<file path="src/include/forward_gen_config.svh">
// Forward generator config: widths, FIFO sizing and credit limits

`ifndef FORWARD_GEN_CONFIG_SVH
`define FORWARD_GEN_CONFIG_SVH

// Packet field widths
`define FG_DATA_W   32
`define FG_HOPS_W   4
`define FG_DEST_W   4
`define FG_SEQ_W    8

// Run length counter
`define FG_COUNT_W  16

// FIFO sizing, threshold keeps four slots for control lag
`define FG_FIFO_DEPTH     16
`define FG_PROG_THRESH    12

// Downstream credits granted after reset
`define FG_EGRESS_CREDITS 4

`endif

</file>
<file path="src/packet_pkg.sv">
// Packet package: route header, engine packet and packet beat types

`include "forward_gen_config.svh"

package packet_pkg;

    // Routing header, 16 bits
    typedef struct packed {
        logic [`FG_DEST_W-1:0] dest;
        logic [`FG_SEQ_W-1:0]  seq_id;
        logic [`FG_HOPS_W-1:0] hops;
    } route_t;

    // Header then payload word, 48 bits
    typedef struct packed {
        route_t                route;
        logic [`FG_DATA_W-1:0] data;
    } engine_packet_t;

    // Packet on a wire with its valid qualifier
    typedef struct packed {
        logic           valid;
        engine_packet_t packet;
    } packet_beat_t;

endpackage : packet_pkg

</file>
<file path="src/control_pkg.sv">
// Control package: run descriptor and run state encoding

`include "forward_gen_config.svh"

package control_pkg;

    // One run consumes num_packets ingress packets
    typedef struct packed {
        logic                   valid;
        logic [`FG_COUNT_W-1:0] num_packets;
    } run_desc_t;

    typedef enum logic [1:0] {
        IDLE  = 2'd0,
        BUSY  = 2'd1,
        PAUSE = 2'd2,
        DONE  = 2'd3
    } run_state_t;

endpackage : control_pkg

</file>
<file path="src/sync_fifo.sv">
// Synchronous first-word-fall-through FIFO with programmable full flag

`include "forward_gen_config.svh"

module sync_fifo #(
    parameter int DEPTH = 16,
    parameter int WIDTH = 48
) (
    input  logic             ap_clk,
    input  logic             areset_generator,
    input  logic             push,
    input  logic [WIDTH-1:0] push_data,
    input  logic             pop,
    output logic [WIDTH-1:0] pop_data,
    output logic             empty,
    output logic             full,
    output logic             prog_full
);

    localparam int ADDR_W  = $clog2(DEPTH);
    localparam int COUNT_W = $clog2(DEPTH + 1);

    logic [WIDTH-1:0]   mem [DEPTH];
    logic [ADDR_W-1:0]  wr_ptr;
    logic [ADDR_W-1:0]  rd_ptr;
    logic [COUNT_W-1:0] count;

    // ----------------------------------------
    // Storage and pointers
    // ----------------------------------------
    always_ff @(posedge ap_clk) begin
        if (push) begin
            mem[wr_ptr] <= push_data;
        end
    end

    always_ff @(posedge ap_clk) begin
        if (areset_generator) begin
            wr_ptr <= '0;
            rd_ptr <= '0;
            count  <= '0;
        end else begin
            if (push) begin
                wr_ptr <= (wr_ptr == ADDR_W'(DEPTH - 1)) ? '0 : wr_ptr + 1'b1;
            end
            if (pop) begin
                rd_ptr <= (rd_ptr == ADDR_W'(DEPTH - 1)) ? '0 : rd_ptr + 1'b1;
            end
            if (push && !pop) begin
                count <= count + 1'b1;
            end else if (pop && !push) begin
                count <= count - 1'b1;
            end
        end
    end

    // Head word is presented while not empty
    assign pop_data  = mem[rd_ptr];
    assign empty     = (count == '0);
    assign full      = (count == COUNT_W'(DEPTH));
    assign prog_full = (count >= COUNT_W'(`FG_PROG_THRESH));

    // Upstream credit accounting must keep these from firing
    assert property (@(posedge ap_clk) disable iff (areset_generator) push |-> !full);
    assert property (@(posedge ap_clk) disable iff (areset_generator) pop |-> !empty);

endmodule : sync_fifo

</file>
<file path="src/hop_forwarder.sv">
// Hop forwarder: pops ingress packets, decrements hops, drops expired ones

module hop_forwarder (
    input  logic                       ap_clk,
    input  logic                       areset_generator,
    input  logic                       run_enable,
    input  packet_pkg::engine_packet_t in_packet,
    input  logic                       in_empty,
    output logic                       pop,
    output logic                       out_push,
    output packet_pkg::engine_packet_t out_packet,
    output logic                       in_flight
);

    packet_pkg::engine_packet_t next_packet;
    logic                       hops_left;

    // One pop per cycle while the run is enabled
    assign pop = run_enable && !in_empty;

    // Zero hops means the packet has expired
    assign hops_left = (in_packet.route.hops != '0);

    always_comb begin
        next_packet            = in_packet;
        next_packet.route.hops = in_packet.route.hops - 1'b1;
    end

    // ----------------------------------------
    // Output register
    // ----------------------------------------
    always_ff @(posedge ap_clk) begin
        if (areset_generator) begin
            out_push <= 1'b0;
        end else begin
            out_push <= pop && hops_left;
        end
    end

    always_ff @(posedge ap_clk) begin
        if (pop) begin
            out_packet <= next_packet;
        end
    end

    // A packet being popped or one held in the register
    assign in_flight = pop || out_push;

endmodule : hop_forwarder

</file>
<file path="src/forward_gen_control.sv">
// Run control block with descriptor capture, run FSM, consumed count, pause and done

`include "forward_gen_config.svh"

module forward_gen_control (
    input  logic                   ap_clk,
    input  logic                   areset_generator,
    input  control_pkg::run_desc_t run_desc,
    input  logic                   pop,
    input  logic                   in_flight,
    input  logic                   egress_prog_full,
    input  logic                   egress_empty,
    output logic                   run_enable,
    output logic                   busy,
    output logic                   done
);

    control_pkg::run_state_t state;
    control_pkg::run_state_t next_state;
    control_pkg::run_desc_t  desc_q;
    logic [`FG_COUNT_W-1:0]  consumed;
    logic                    run_start;
    logic                    all_consumed;
    logic                    drained;

    assign run_start    = (state == control_pkg::IDLE) && run_desc.valid;
    assign all_consumed = (consumed == desc_q.num_packets);
    assign drained      = all_consumed && !in_flight && egress_empty;

    // ----------------------------------------
    // Descriptor and consumed counter
    // ----------------------------------------
    always_ff @(posedge ap_clk) begin
        if (areset_generator) begin
            desc_q   <= '0;
            consumed <= '0;
        end else if (run_start) begin
            desc_q   <= run_desc;
            consumed <= '0;
        end else if (pop) begin
            consumed <= consumed + 1'b1;
        end
    end

    // ----------------------------------------
    // Run state machine
    // ----------------------------------------
    always_ff @(posedge ap_clk) begin
        if (areset_generator) begin
            state <= control_pkg::IDLE;
        end else begin
            state <= next_state;
        end
    end

    always_comb begin
        next_state = state;
        case (state)
            control_pkg::IDLE: begin
                if (run_desc.valid) begin
                    next_state = control_pkg::BUSY;
                end
            end
            control_pkg::BUSY: begin
                if (drained) begin
                    next_state = control_pkg::DONE;
                end else if (egress_prog_full) begin
                    next_state = control_pkg::PAUSE;
                end
            end
            control_pkg::PAUSE: begin
                if (!egress_prog_full) begin
                    next_state = control_pkg::BUSY;
                end
            end
            control_pkg::DONE: begin
                next_state = control_pkg::IDLE;
            end
            default: begin
                next_state = control_pkg::IDLE;
            end
        endcase
    end

    // Stop popping once the run length is reached
    assign run_enable = (state == control_pkg::BUSY) && !all_consumed;
    assign busy       = (state == control_pkg::BUSY) || (state == control_pkg::PAUSE);
    assign done       = (state == control_pkg::DONE);

    // Nothing popped, registered or queued while done pulses
    assert property (@(posedge ap_clk) disable iff (areset_generator)
        (state == control_pkg::DONE) |-> (all_consumed && !in_flight && egress_empty));

endmodule : forward_gen_control

</file>
<file path="src/credit_egress.sv">
// Credit egress: spends downstream credits to drain the egress FIFO

`include "forward_gen_config.svh"

module credit_egress (
    input  logic                       ap_clk,
    input  logic                       areset_generator,
    input  packet_pkg::engine_packet_t fifo_packet,
    input  logic                       fifo_empty,
    input  logic                       egress_credit,
    output logic                       fifo_pop,
    output packet_pkg::packet_beat_t   egress_beat
);

    localparam int CREDIT_W = $clog2(`FG_EGRESS_CREDITS + 1);

    logic [CREDIT_W-1:0] credit_count;

    assign fifo_pop = (credit_count != '0) && !fifo_empty;

    // Send and return in one cycle cancel out
    always_ff @(posedge ap_clk) begin
        if (areset_generator) begin
            credit_count <= CREDIT_W'(`FG_EGRESS_CREDITS);
        end else if (fifo_pop && !egress_credit) begin
            credit_count <= credit_count - 1'b1;
        end else if (egress_credit && !fifo_pop) begin
            credit_count <= credit_count + 1'b1;
        end
    end

    // Registered output beat
    always_ff @(posedge ap_clk) begin
        if (areset_generator) begin
            egress_beat.valid <= 1'b0;
        end else begin
            egress_beat.valid <= fifo_pop;
        end
    end

    always_ff @(posedge ap_clk) begin
        egress_beat.packet <= fifo_packet;
    end

    // Downstream never returns more than it was granted
    assert property (@(posedge ap_clk) disable iff (areset_generator)
        credit_count <= CREDIT_W'(`FG_EGRESS_CREDITS));

endmodule : credit_egress

</file>
<file path="src/forward_gen_top.sv">
// Forward generator top: ingress FIFO, hop forwarder, egress FIFO and control

`include "forward_gen_config.svh"

module forward_gen_top (
    input  logic                     ap_clk,
    input  logic                     areset_generator,
    input  control_pkg::run_desc_t   run_desc,
    input  packet_pkg::packet_beat_t ingress_beat,
    input  logic                     egress_credit,
    output logic                     ingress_credit,
    output packet_pkg::packet_beat_t egress_beat,
    output logic                     busy,
    output logic                     done
);

    localparam int PKT_W = $bits(packet_pkg::engine_packet_t);

    packet_pkg::engine_packet_t ingress_head;
    packet_pkg::engine_packet_t fwd_packet;
    packet_pkg::engine_packet_t egress_head;
    logic                       ingress_empty;
    logic                       fwd_pop;
    logic                       fwd_push;
    logic                       fwd_in_flight;
    logic                       run_enable;
    logic                       egress_pop;
    logic                       egress_empty;
    logic                       egress_prog_full;

    // Each pop frees one ingress slot
    assign ingress_credit = fwd_pop;

    // ----------------------------------------
    // Ingress side
    // ----------------------------------------
    sync_fifo #(
        .DEPTH(`FG_FIFO_DEPTH),
        .WIDTH(PKT_W)
    ) ingress_fifo_i (
        .ap_clk           (ap_clk),
        .areset_generator (areset_generator),
        .push             (ingress_beat.valid),
        .push_data        (ingress_beat.packet),
        .pop              (fwd_pop),
        .pop_data         (ingress_head),
        .empty            (ingress_empty),
        .full             (),
        .prog_full        ()
    );

    hop_forwarder hop_forwarder_i (
        .ap_clk           (ap_clk),
        .areset_generator (areset_generator),
        .run_enable       (run_enable),
        .in_packet        (ingress_head),
        .in_empty         (ingress_empty),
        .pop              (fwd_pop),
        .out_push         (fwd_push),
        .out_packet       (fwd_packet),
        .in_flight        (fwd_in_flight)
    );

    // ----------------------------------------
    // Egress side
    // ----------------------------------------
    sync_fifo #(
        .DEPTH(`FG_FIFO_DEPTH),
        .WIDTH(PKT_W)
    ) egress_fifo_i (
        .ap_clk           (ap_clk),
        .areset_generator (areset_generator),
        .push             (fwd_push),
        .push_data        (fwd_packet),
        .pop              (egress_pop),
        .pop_data         (egress_head),
        .empty            (egress_empty),
        .full             (),
        .prog_full        (egress_prog_full)
    );

    credit_egress credit_egress_i (
        .ap_clk           (ap_clk),
        .areset_generator (areset_generator),
        .fifo_packet      (egress_head),
        .fifo_empty       (egress_empty),
        .egress_credit    (egress_credit),
        .fifo_pop         (egress_pop),
        .egress_beat      (egress_beat)
    );

    forward_gen_control forward_gen_control_i (
        .ap_clk           (ap_clk),
        .areset_generator (areset_generator),
        .run_desc         (run_desc),
        .pop              (fwd_pop),
        .in_flight        (fwd_in_flight),
        .egress_prog_full (egress_prog_full),
        .egress_empty     (egress_empty),
        .run_enable       (run_enable),
        .busy             (busy),
        .done             (done)
    );

endmodule : forward_gen_top

</file>
<file path="config.mk">
export PLATFORM = sky130hd
export DESIGN_NAME = forward_gen_top
export DESIGN_NICKNAME = d
export VERILOG_FILES = /design/src/packet_pkg.sv /design/src/control_pkg.sv /design/src/sync_fifo.sv /design/src/hop_forwarder.sv /design/src/forward_gen_control.sv /design/src/credit_egress.sv /design/src/forward_gen_top.sv
export VERILOG_INCLUDE_DIRS = /design/src /design/src/include
export SDC_FILE = /design/constraint.sdc
export NUM_CORES = 1
export LEC_CHECK = 0
export BUFFER_PORTS_ARGS = -buffer_cell sky130_fd_sc_hd__buf_2
export CAP_MARGIN = 20
export CORE_MARGIN = 2
export CORE_UTILIZATION = 30
export CTS_CLUSTER_SIZE = 14
export DETAILED_ROUTE_END_ITERATION = 16
export MAX_ROUTING_LAYER = met4
export PLACE_DENSITY_LB_ADDON = 0.08
export RECOVER_POWER = 50
export SETUP_SLACK_MARGIN = 0.15
export SLEW_MARGIN = 5
export SYNTH_ARGS = -nofsm -noshare
export SYNTH_HDL_FRONTEND = slang
export SYNTH_SLANG_ARGS = --single-unit
</file>
<file path="constraint.sdc">
create_clock -name ap_clk -period 5.06 [get_ports ap_clk]
set_input_delay 0.506 -clock ap_clk [delete_from_list [all_inputs] [get_ports ap_clk]]
set_output_delay 0.506 -clock ap_clk [all_outputs]
set_load 0.01 [all_outputs]
</file>
==> metrics.txt, run 1 <==
outcome=complete, but fails checks; failing checks=capacitance limit, slew limit; Static Leak=0.02231 uW; Pre-antenna DRT Iters=6; Cells after Synth=2689; root buffer cell=clkbuf_16; final hold vios=0; Sink Count=between 1500 and 2000; largest family of logic cells by synthesized area=multiplexers; PD cells=498.7 nW/um^2; Sw Share=between 20% and 30%; Layout area overhead=16.06%; CTS tree=done; WHS Endpoint=ingress_fifo_i.wr_ptr[2]; worst hold path depth=2; Crit Path Class=in2reg; Design Power=36900 uW; fill cell count=slightly below 20000; synth cell count leaders=edfxtp_1, mux4_2, dfxtp_1; sequential-to-total area share from yosys stat=78.30%; Yosys warnings=0; reg2reg end=ingress_fifo_i.mem[14][22]; Setup Fix Bufs, Post-CTS=0; synthesized net count=roughly 2800; cell internal pwr=roughly 27000 uW; layout cell share with drive strength beyond 1=roughly 28%; top cell type's share of synthesized area=roughly three quarters; IO Port Bufs=120; io pins=121; Die Height=roughly 460 um; complex-gate fraction of the synthesized area=less than 1%; reg-to-reg slack, setup=~1.6 ns; setup_tns=0 ns; Yosys cell types=54; Clock Tree Buf Depth=3; number of nets with antenna violations after routing=0; initial core utilization=30.11%; Final setup viols=0; top cells by area, synth=edfxtp_1, mux4_2, dfxtp_1; Post-Synth Simple-Gate Area=under 10%; f_max=roughly 270 MHz; most common cell in the netlist=edfxtp_1; multiplexer area fraction after synthesis=16.96%; DP HPWL=approximately 87 mm; XOR/XNOR Fraction of Synth Area=less than 1%; Yosys reg bits=approximately 1700; Die ar.=216200 sq um; vias per inst=roughly 4.8; Cell Rows=around 170; hold crit path type=in2reg; H-Tree Depth=4; asr flop ratio synth=0%; Post-Synth Adder-Cell Area=less than 1%; die width=around 460 um; final WL=between 150 and 200 mm; Synth Area per Inst=between 20 and 25 sq um; Sequential Area=~50000 sq um; Netlist Area Pre-Place=roughly 64000 sq um; period utilization=between 70 and 80%; vias=approximately 28000; worst slew pin tran=between 2 and 2.5 ns; fin. max-slew vios=76; hold_ws=approximately 0.19 ns; DR WL/cell=approximately 27 um; largest net degree at the start of global routing=about 110; NetSw=9635 uW; Clock Skew=0.02265 ns; First DRT Iteration DRCs=~2100; Final min period=around 3.7 ns; vias in the first global route=31170; cells on worst reg2reg path=3; Critical R2R Launch=ingress_fifo_i.wr_ptr[2]; Final Core Density=a little over a third; RSZ-0062 raised after global routing=no; Setup crit end kind=flop; element type at the critical path start=primary input; insertion delay to the later sink of the worst-skew pair=between 0.8 and 0.9 ns; CP max FO=18; EDFF count, synth=between 1500 and 2000; Area after DPL=roughly 68000 sq um; clock power share=34.8%; ys flop type=edfxtp_1; slew margin rel.=-61.45%; WP data required=roughly 5.5 ns; design area=73980 sq um; MaxCap Viol Count=4; GRT Overall Usage=15.49%; core area=about 210000 sq um; number of CTS-inserted buffers=186; gpl congestion=about 0.73; multi-input combinational cell area=about 13000 sq um; Reg power frac=about half; Critical Path AT=~4.2 ns; Hold Path Origin=areset_generator; DRC errors left=0; antenna violations before repair=24; Clock transition at path regs=roughly 0.060 ns; final layout net count=between 3000 and 4000; peak supply drop=0.3526 mV; GR Overflow Total=0; Combinational Power Share=16.5%; Synth area leader=edfxtp_1; first-pass GRT wire length=~230 mm
-- flip-flops by register name, indices dropped and copies added, names as in the netlist, 5 cells and up, named ones only --
register                        cells
hop_forwarder_i.out_packet         48
credit_egress_i.egress_beat        49
forward_gen_control_i.desc_q       16
ingress_fifo_i.count                5
ingress_fifo_i.mem                768
forward_gen_control_i.consumed     16
egress_fifo_i.count                 5
egress_fifo_i.mem                 768
-- kinds of logic after synthesis --
kind of cell / count (synthesis)
AND/OR/NAND/NOR: 204
flip-flops: 1701
adder cells (fa/ha/maj): 29
multiplexers: 482
buffers and inverters: 153
AO/OA/AOI/OAI: 81
XOR/XNOR: 39
-- worst max path at each step --
stage / slack (ns) / from / cells past startpoint / to
4_1_cts: 1.60 / ingress_fifo_i.count[0] / 12 / ingress_fifo_i.count[4]
3_5_place_dp: 1.62 / ingress_fifo_i.count[0] / 12 / ingress_fifo_i.count[4]
2_1_floorplan: 1.06 / forward_gen_control_i.consumed[3] / 14 / ingress_fifo_i.count[4]
5_1_grt: 1.16 / ingress_beat[48] / 5 / ingress_fifo_i.mem[2][32]
6_report: 1.35 / ingress_beat[48] / 5 / ingress_fifo_i.mem[14][22]
3_3_place_gp: 1.64 / ingress_fifo_i.count[0] / 12 / ingress_fifo_i.count[4]
-- stage by stage --
stage / worst slack [ns] / instances
4_1_cts: 1.603 / 5946
5_1_grt: 1.165 / 5963
6_report: 1.349 / 5968
2_1_floorplan: 1.063 / 2689
3_3_place_gp: 1.639 / 5565
3_5_place_dp: 1.621 / 5565
-- what timing repair did --
item,in CTS,in global routing
resized for setup,0,0
setup endpoints to repair,0,0
endpoints found under the hold margin,264,0
hold buffers,38,0
-- final cells by class --
class / count / share of cell area, %
antenna: 22 / 0.07441
multi-input combinational: 835 / 17.75
sequential: 1701 / 67.50
inverter: 23 / 0.1167
clock buffer: 247 / 6.785
clock inverter: 96 / 0.9792
timing repair buffer: 223 / 2.018
tap: 2821 / 4.771
-- cell usage in the layout, fill, tap and decap left out, types with 4 or more instances in the layout --
cell type      netlist  layout
nand3_1             12      12
mux4_2             477     477
a21oi_1             45      45
nor3_1               4       4
dlygate4sd3_1        0      38
a21o_1               9       9
a31o_1               4       4
inv_1               23      23
diode_2              0      22
clkbuf_1            69     144
dfxtp_1            117     109
inv_6                0       5
and2_0               0       5
buf_12               0      11
ha_1                26      26
buf_2               34      29
clkinv_1             0      39
nand2_1             63      63
xnor2_1             28      28
clkbuf_16            0     191
or3_1                4       4
and3_1               6       6
edfxtp_1          1584    1584
nor2_1              47      47
buf_4                5      54
nor2b_1              4       4
nand4_1              6       6
nor4_1               4       4
dfxtp_4              0       8
bufinv_16            0       9
mux2i_1              4       4
and2_4               0      28
xor2_1              11      11
clkinv_2             0      36
o21ai_0              4       4
-- power by group through the flow --
stage	clock network, uW	registers (uW)	logic [uW]
2_1_floorplan	0	17600	4620
3_3_place_gp	0	18200	6230
3_5_place_dp	0	18300	6310
4_1_cts	13300	18000	6350
5_1_grt	13800	18100	6600
6_report	12800	18000	6090
-- critical path, stage by stage --
cell and delay (ns):
dlygate4sd3_1 0.54, clkbuf_1 0.37, and3_1 0.33, and2_0 1.78, buf_4 0.60
-- metal layers --
metal	share of wire, %	up-vias	track usage (%)
met4	2.2	0	4.501
met2	51	527	26.31
met3	3.7	246	2.808
met1	43	15620	18.88
li1	-	11980	-
met5	0	-	-
(Power assumes the default switching activity.)
==> run 2: changes to the inputs <==
Clock period 5.06 ns to 3.61 ns, I/O delays scaled along.
==> run 2 against run 1 <==
The flow still finishes with violations (capacitance limit, slew limit). Critical path depth increased by 5. Die area unchanged. Combinational power grew 46%. Clock skew is 0.021 ns higher. Core utilization rose by 0.48 points. Final cell count rose by 0.96%. Final area increased by 1.4%. Flip-flop and latch count unchanged. Register-to-register slack worse by 1.1 ns. Routed wire length is 1.0% higher. Worst hold slack got worse by 0.031 ns. Largest cell class unchanged. Largest power group unchanged.
==> metrics.txt, run 2 (synthesized netlist as in run 1, its figures left out) <==
outcome=complete, but fails checks (unchanged); failing checks=capacitance limit, slew limit (unchanged); initial core utilization=30.11% (unchanged); Critical Path AT=3.80 ns (was 4.18 ns); core area=211700 sq um (unchanged); delay-heaviest family, CP=compound AO/OA/AOI/OAI gates (was simple AND/OR/NAND/NOR gates); DR WL/cell=27.20 um (was 27.18 um); H-Tree Depth=4 (unchanged); RSZ-0062 raised after global routing=no (unchanged); multi-input combinational cell area=13130 sq um (was 13140 sq um); Reg power frac=48.1% (was 48.7%); Clock Tree Buf Depth=3 (unchanged); vias=28590 (was 28380); final layout net count=3127 (was 3068); hold crit path type=in2reg (unchanged); Worst path slowest cell=o31ai_1 (was and2_0); Critical R2R Launch=credit_egress_i.credit_count[2] (was ingress_fifo_i.wr_ptr[2]); final hold vios=0 (unchanged); Sw Share=26.12% (was 26.11%); CP max FO=6 (was 18); cells on worst reg2reg path=10 (was 3); number of CTS-inserted buffers=185 (was 186); root buffer cell=clkbuf_16 (unchanged); fill cell count=19330 (was 19440); vias per inst=4.745 (was 4.755); Pre-antenna DRT Iters=9 (was 6); Clock Skew=0.04376 ns (was 0.02265 ns); reg-to-reg slack, setup=0.46 ns (was 1.56 ns); CTS tree=done (unchanged); Buf+Inv Stages, Crit Path=1 (was 3); most common cell after layout, fill and taps aside=edfxtp_1 (unchanged); Static Leak=0.02274 uW (was 0.02231 uW); Die Height=465.0 um (unchanged); most used cell, CP=ha_1; final WL=163.9 mm (was 162.2 mm); PD cells=695.0 nW/um^2 (was 498.7 nW/um^2); peak supply drop=0.4445 mV (was 0.3526 mV); period utilization=87.34%; layout cell share with drive strength beyond 1=28.33% (was 27.71%); most frequent cells in the layout=edfxtp_1, mux4_2, clkbuf_16 (unchanged); top flop regs=egress_fifo_i.mem (768), ingress_fifo_i.mem (768), credit_egress_i.egress_beat (49) (unchanged); Combinational Power Share=17.0% (was 16.5%); element type at the critical path start=flop (was primary input); Setup crit end kind=flop (unchanged); reg2reg end=egress_fifo_i.count[4] (was ingress_fifo_i.mem[14][22]); Final min period=3.153 ns; setup_tns=0 ns (unchanged); antenna violations before repair=26 (was 24); first-pass GRT wire length=232.5 mm (was 230.5 mm); f_max=between 300 and 400 MHz; Die ar.=216200 sq um (unchanged); Layout area overhead=17.66% (was 16.06%); GRT Overall Usage=15.63% (was 15.49%); MaxCap Viol Count=7 (was 4); CP startpoint=credit_egress_i.credit_count[2] (was ingress_beat[48]); worst slew pin tran=1.995 ns (was 2.422 ns); Crit path depth=10 (was 5); WP data required=4.26 ns (was 5.53 ns); Sink Count=1701 (unchanged); NetSw=13610 uW (was 9635 uW); insertion delay to the later sink of the worst-skew pair=0.82 ns (was 0.81 ns); IO Port Bufs=120 (unchanged); Final setup viols=0 (unchanged); Sequential Area=49940 sq um (unchanged); largest net degree at the start of global routing=61 (was 109); cell internal pwr=38510 uW (was 27260 uW); fin. max-slew vios=149 (was 76); Design Power=52130 uW (was 36900 uW); Cell Rows=169 (unchanged); CP peak stage delay=0.75 ns (was 1.78 ns); vias in the first global route=31080 (was 31170); DRC errors left=0 (unchanged); DP HPWL=91.96 mm (was 87.48 mm); gpl congestion=0.7390 (was 0.7254); Clock transition at path regs=0.06 ns (about the same); Setup Fix Bufs, Post-CTS=0 (unchanged); crit path to=egress_fifo_i.count[4] (was ingress_fifo_i.mem[14][22]); number of nets with antenna violations after routing=0 (unchanged); CP Cell Sequence=o31ai_1 > ha_1 > inv_1 > ha_1 > nor2b_1 > o21a_1 > or3_1 > a21oi_1 > xnor2_1 > nor2_1 (was dlygate4sd3_1 > clkbuf_1 > and3_1 > and2_0 > buf_4); die width=465.0 um (unchanged); slew margin rel.=-33.02% (was -61.45%); clock power share=34.9% (was 34.8%); GR Overflow Total=0 (unchanged); Crit Path Class=reg2reg (was in2reg); First DRT Iteration DRCs=2329 (was 2145); io pins=121 (unchanged)
[run 2: cell types whose count changed in the layout (fill, tap and decap cells not counted), moves of 3 or more]
cell,before,now
buf_12,11,45
dlygate4sd3_1,38,71
clkbuf_1,144,134
clkbuf_8,3,13
buf_4,54,46
and2_1,1,6
and2_4,28,25
buf_2,29,32
clkbuf_16,191,188
clkinv_1,39,36
[run 2: stage by stage]
| step | setup slack (ns) | cells | area [sq um] | util, % | hold slack, ns |
|---|---|---|---|---|---|
| after floorplan | 0.2870 | 2689 | 63750 | - | 0.4488 |
| after global placement | 0.4412 | 5592 | 68550 | 32.39 | 0.4606 |
| after detailed placement | 0.5583 | 5592 | 68550 | 32.39 | 0.4636 |
| after CTS | 0.5202 | 6005 | 75080 | 35.47 | 0.1022 |
| after global routing | 0.2597 | 6019 | 74980 | 35.43 | 0.1880 |
| final | 0.4570 | 6025 | 75000 | 35.43 | 0.1623 |
[run 2: worst min-delay path by stage]
stage                                      from                          endpoint  slack (ns)  depth (start not counted)
5_1_grt                           egress_credit   credit_egress_i.credit_count[0]        0.19                          5
2_1_floorplan  forward_gen_control_i.desc_q[10]  forward_gen_control_i.desc_q[10]        0.45                          2
4_1_cts                           egress_credit   credit_egress_i.credit_count[0]        0.10                          5
3_3_place_gp   forward_gen_control_i.desc_q[15]  forward_gen_control_i.desc_q[15]        0.46                          2
6_report                          egress_credit   credit_egress_i.credit_count[0]        0.16                          5
3_5_place_dp    forward_gen_control_i.desc_q[7]   forward_gen_control_i.desc_q[7]        0.46                          2
[run 2: power by group through the flow]
| stage | sequential, uW | clock, uW | combinational (uW) |
|---|---|---|---|
| CTS | 25100 | 18800 | 9210 |
| detailed placement | 25500 | 0 | 9120 |
| finish | 25100 | 18200 | 8870 |
| floorplan | 24600 | 0 | 6490 |
| global placement | 25400 | 0 | 8990 |
| global route | 25300 | 19500 | 9570 |
[run 2: worst reg2reg max path, delay by kind of cell (launching register included)]
family | cells | cell delay, ns
xor gates and xnor gates | 1 | 0.16
DFF | 1 | 0.32
and+or+nand+nor | 3 | 0.56
adders and majority gates | 2 | 0.68
AOI/OAI and AO/OA | 3 | 1.16
buffers and inverters | 1 | 0.10
[run 2: layout make-up]
| cell class | instances | area share, % |
|---|---|---|
| Clock inverter | 96 | 1.018 |
| Multi-Input combinational cell | 835 | 17.50 |
| Tap cell | 2821 | 4.706 |
| Antenna cell | 20 | 0.06673 |
| Inverter | 23 | 0.1151 |
| Sequential cell | 1701 | 66.59 |
| Clock buffer | 246 | 6.737 |
| Timing Repair Buffer | 283 | 3.268 |
[run 2: metal layers]
metal,global-route usage [%],routed length (um),vias up
met5,-,0,-
met4,4.181,3675,0
met3,2.555,5802,244
met2,26.98,85250,576
met1,19.00,69130,15660
li1,-,-,12100
[run 2: repair_timing]
action	CTS	global route
gates resized for setup	0	0
endpoints found under the setup margin	0	0
endpoints found under the hold margin	803	0
hold buffers	71	0
==> run 3: changes to the inputs <==
Settings changed: CORE_MARGIN 2 to unset, CTS_BUF_LIST set to sky130_fd_sc_hd__clkbuf_4 sky130_fd_sc_hd__clkbuf_8.
==> run 3 against run 2 <==
The run still ends with capacitance limit, slew limit left. First-iteration DRC count shrank 9.0%. Global-route usage increased by 0.44 points. Combinational power is 3.5% higher. Fmax fell by 2.6%. Count of clock-buffer cells in the layout rose by 185. Worst hold slack improved by 0.22 ns. Non-clock buffer count up 26. Register-to-register slack about the same. Die area down 0.86%. Worst setup slack got worse by 0.083 ns. Flip-flop and latch count did not move. Largest cell class unchanged. Highest routed layer unchanged.
==> metrics.txt, run 3 (synthesized netlist as in run 1, its figures left out) <==
worst slew pin tran=1.955 ns (was 1.995 ns); vias=29460 (was 28590); CP max FO=20 (was 6); vias per inst=4.722 (was 4.745); Crit Path Class=reg2out (was reg2reg); antenna violations before repair=28 (was 26); H-Tree Depth=5 (was 4); GR Overflow Total=0 (unchanged); design area=75510 sq um (was 75000 sq um); die width=463.0 um (was 465.0 um); peak supply drop=0.4089 mV (was 0.4445 mV); failing checks=capacitance limit, slew limit (unchanged); First DRT Iteration DRCs=2119 (was 2329); Static Leak=0.02333 uW (was 0.02274 uW); Reg power frac=48.1% (about the same); Die ar.=214300 sq um (was 216200 sq um); met1 usage=19.52% (was 19.00%); element type at the critical path start=flop (unchanged); final cell count without fillers=6238 (was 6025); Combinational Power Share=17.6% (was 17.0%); worst hold path depth=6 (was 5); Setup crit end kind=primary output (was flop); period utilization=89.64% (was 87.34%); GRT Overall Usage=16.07% (was 15.63%); Clock Tree Buf Depth=4 (was 3); largest net degree at the start of global routing=71 (was 61); reg-to-reg slack, setup=0.45 ns (was 0.46 ns); most common cell after layout, fill and taps aside=edfxtp_1 (unchanged); Buf+Inv Stages, Crit Path=3 (was 1); CTS tree=done (unchanged); Worst path slowest cell=dfxtp_1 (was o31ai_1); Final setup viols=0 (unchanged); placed cells=5579 (was 5592); Layout area overhead=18.46% (was 17.66%); Die Height=463.0 um (was 465.0 um); first-pass GRT wire length=238.0 mm (was 232.5 mm); slew margin rel.=-30.30% (was -33.02%); PD cells=689.0 nW/um^2 (was 695.0 nW/um^2); Pre-antenna DRT Iters=5 (was 9); f_max=309.0 MHz (was 317.2 MHz); Sw Share=26.82% (was 26.12%); DP HPWL=92.39 mm (was 91.96 mm); WHS Endpoint=forward_gen_control_i.state[1] (was credit_egress_i.credit_count[0]); Clock transition at path regs=0.06 ns (about the same); DRC errors left=0 (unchanged); final WL=167.3 mm (was 163.9 mm); cells on worst reg2reg path=4 (was 10); root buffer cell=clkbuf_8 (was clkbuf_16); GR peak layer=met2 (unchanged); number of nets with antenna violations after routing=0 (unchanged); Final min period=3.236 ns (was 3.153 ns); M3 GR Usage=3.012% (was 2.555%); initial core utilization=30.29% (was 30.11%); Cell Rows=168 (was 169); Hold Path Origin=run_desc[16] (was egress_credit); MaxCap Viol Count=4 (was 7); fin. max-slew vios=83 (was 149); fill cell count=19210 (was 19330); Critical R2R Launch=ingress_fifo_i.wr_ptr[3] (was credit_egress_i.credit_count[2]); Critical Path AT=2.87 ns (was 3.80 ns); Sequential Area=49940 sq um (about the same); CP Cell Sequence=xnor2_1 > nand4_1 > nor4_4 > nor2_4 > buf_6 > buf_16 > buf_2 (was o31ai_1 > ha_1 > inv_1 > ha_1 > nor2b_1 > o21a_1 > or3_1 > a21oi_1 > xnor2_1 > nor2_1); WP data required=3.25 ns (was 4.26 ns); final hold vios=0 (unchanged); multi-input combinational cell area=13120 sq um (was 13130 sq um); hold crit path type=in2reg (unchanged); most frequent cells in the layout=edfxtp_1, mux4_2, clkbuf_8 (was edfxtp_1, mux4_2, clkbuf_16); cell internal pwr=38070 uW (was 38510 uW); layout cell share with drive strength beyond 1=34.20% (was 28.33%); outcome=complete, but fails checks (unchanged); top flop regs=egress_fifo_i.mem (768), ingress_fifo_i.mem (768), credit_egress_i.egress_beat (49) (unchanged); vias in the first global route=32230 (was 31080); reg2reg end=ingress_fifo_i.mem[8][22] (was egress_fifo_i.count[4]); setup_tns=0 ns (unchanged); gpl congestion=0.7400 (was 0.7390); Sink Count=1701 (unchanged); NetSw=13950 uW (was 13610 uW); io pins=121 (unchanged); DR WL/cell=26.83 um (was 27.20 um); number of CTS-inserted buffers=322 (was 185); CP peak stage delay=0.46 ns (was 0.75 ns); Area after DPL=68620 sq um (was 68550 sq um); RSZ-0062 raised after global routing=no (unchanged); GR Util met2=27.05% (was 26.98%); clock power share=34.2% (was 34.9%); Clock Skew=0.04516 ns (was 0.04376 ns); IO Port Bufs=120 (unchanged); delay-heaviest family, CP=simple AND/OR/NAND/NOR gates (was compound AO/OA/AOI/OAI gates); final layout net count=3290 (was 3127); insertion delay to the later sink of the worst-skew pair=1.02 ns (was 0.82 ns); core area=210400 sq um (was 211700 sq um); Setup Fix Bufs, Post-CTS=0 (unchanged)
[run 3: cell count changes in the layout (fill, tap and decap cells not counted), moves of 6 or more]
cell / delta
clkinv_1: +25
clkbuf_4: +98
clkbuf_16: -188
clkinv_2: +6
clkbuf_8: +320
buf_2: +40
dlygate4sd3_1: +22
clkbuf_1: -86
[run 3: final cells by class]
| class | count | share of cell area (%) |
|---|---|---|
| sequential | 1701 | 66.14 |
| multi-input combinational | 835 | 17.38 |
| clock buffer | 431 | 7.044 |
| tap | 2805 | 4.648 |
| timing repair buffer | 309 | 3.776 |
| clock inverter | 113 | 0.8335 |
| inverter | 23 | 0.1143 |
| antenna | 21 | 0.06960 |
[run 3: worst min-delay path, cell delays in order]
cell,delay [ns]
dlygate4sd3_1,0.52
buf_2,0.12
o22ai_1,0.07
inv_1,0.10
a21o_1,0.12
a21oi_1,0.06
[run 3: how the worst max path moves through the flow]
stage / start / endpoint / slack [ns] / cells past startpoint
after global placement: forward_gen_control_i.consumed[2] / ingress_fifo_i.count[4] / 0.46 / 13
after CTS: forward_gen_control_i.consumed[4] / ingress_credit / 0.23 / 7
after global routing: forward_gen_control_i.consumed[9] / ingress_credit / 0.16 / 7
final: forward_gen_control_i.consumed[3] / ingress_credit / 0.37 / 7
after detailed placement: forward_gen_control_i.consumed[7] / ingress_fifo_i.count[4] / 0.56 / 13
after floorplan: forward_gen_control_i.consumed[3] / ingress_fifo_i.count[4] / 0.29 / 14
[run 3: power groups by stage]
stage | registers, uW | clock network, uW | logic [uW]
6_report | 25000 | 17800 | 9180
5_1_grt | 25300 | 19200 | 9920
4_1_cts | 25100 | 18400 | 9500
3_5_place_dp | 25500 | 0 | 9250
3_3_place_gp | 25400 | 0 | 9120
2_1_floorplan | 24600 | 0 | 6490
[run 3: per-stage QoR]
stage          power [uW]  setup WS (ns)  utilization (%)  hold WS [ns]
2_1_floorplan       31100         0.2870                -        0.4488
3_3_place_gp        34520         0.4562            32.61        0.4649
3_5_place_dp        34760         0.5562            32.61        0.4652
4_1_cts             53030         0.2295            35.91        0.1353
5_1_grt             54380         0.1620            35.89        0.3260
6_report            52020         0.3741            35.89        0.3818
[run 3: timing repair]
item	CTS	global route
endpoints found under the hold margin	805	0
endpoints found under the setup margin	1	0
hold buffers	93	0
gates resized for setup	6	0
[run 3: metal layers]
metal	wire length [um]	share of wire, %
met3	6765	4.0
met4	4357	2.6
met5	0	0
met1	70640	42
met2	85570	51
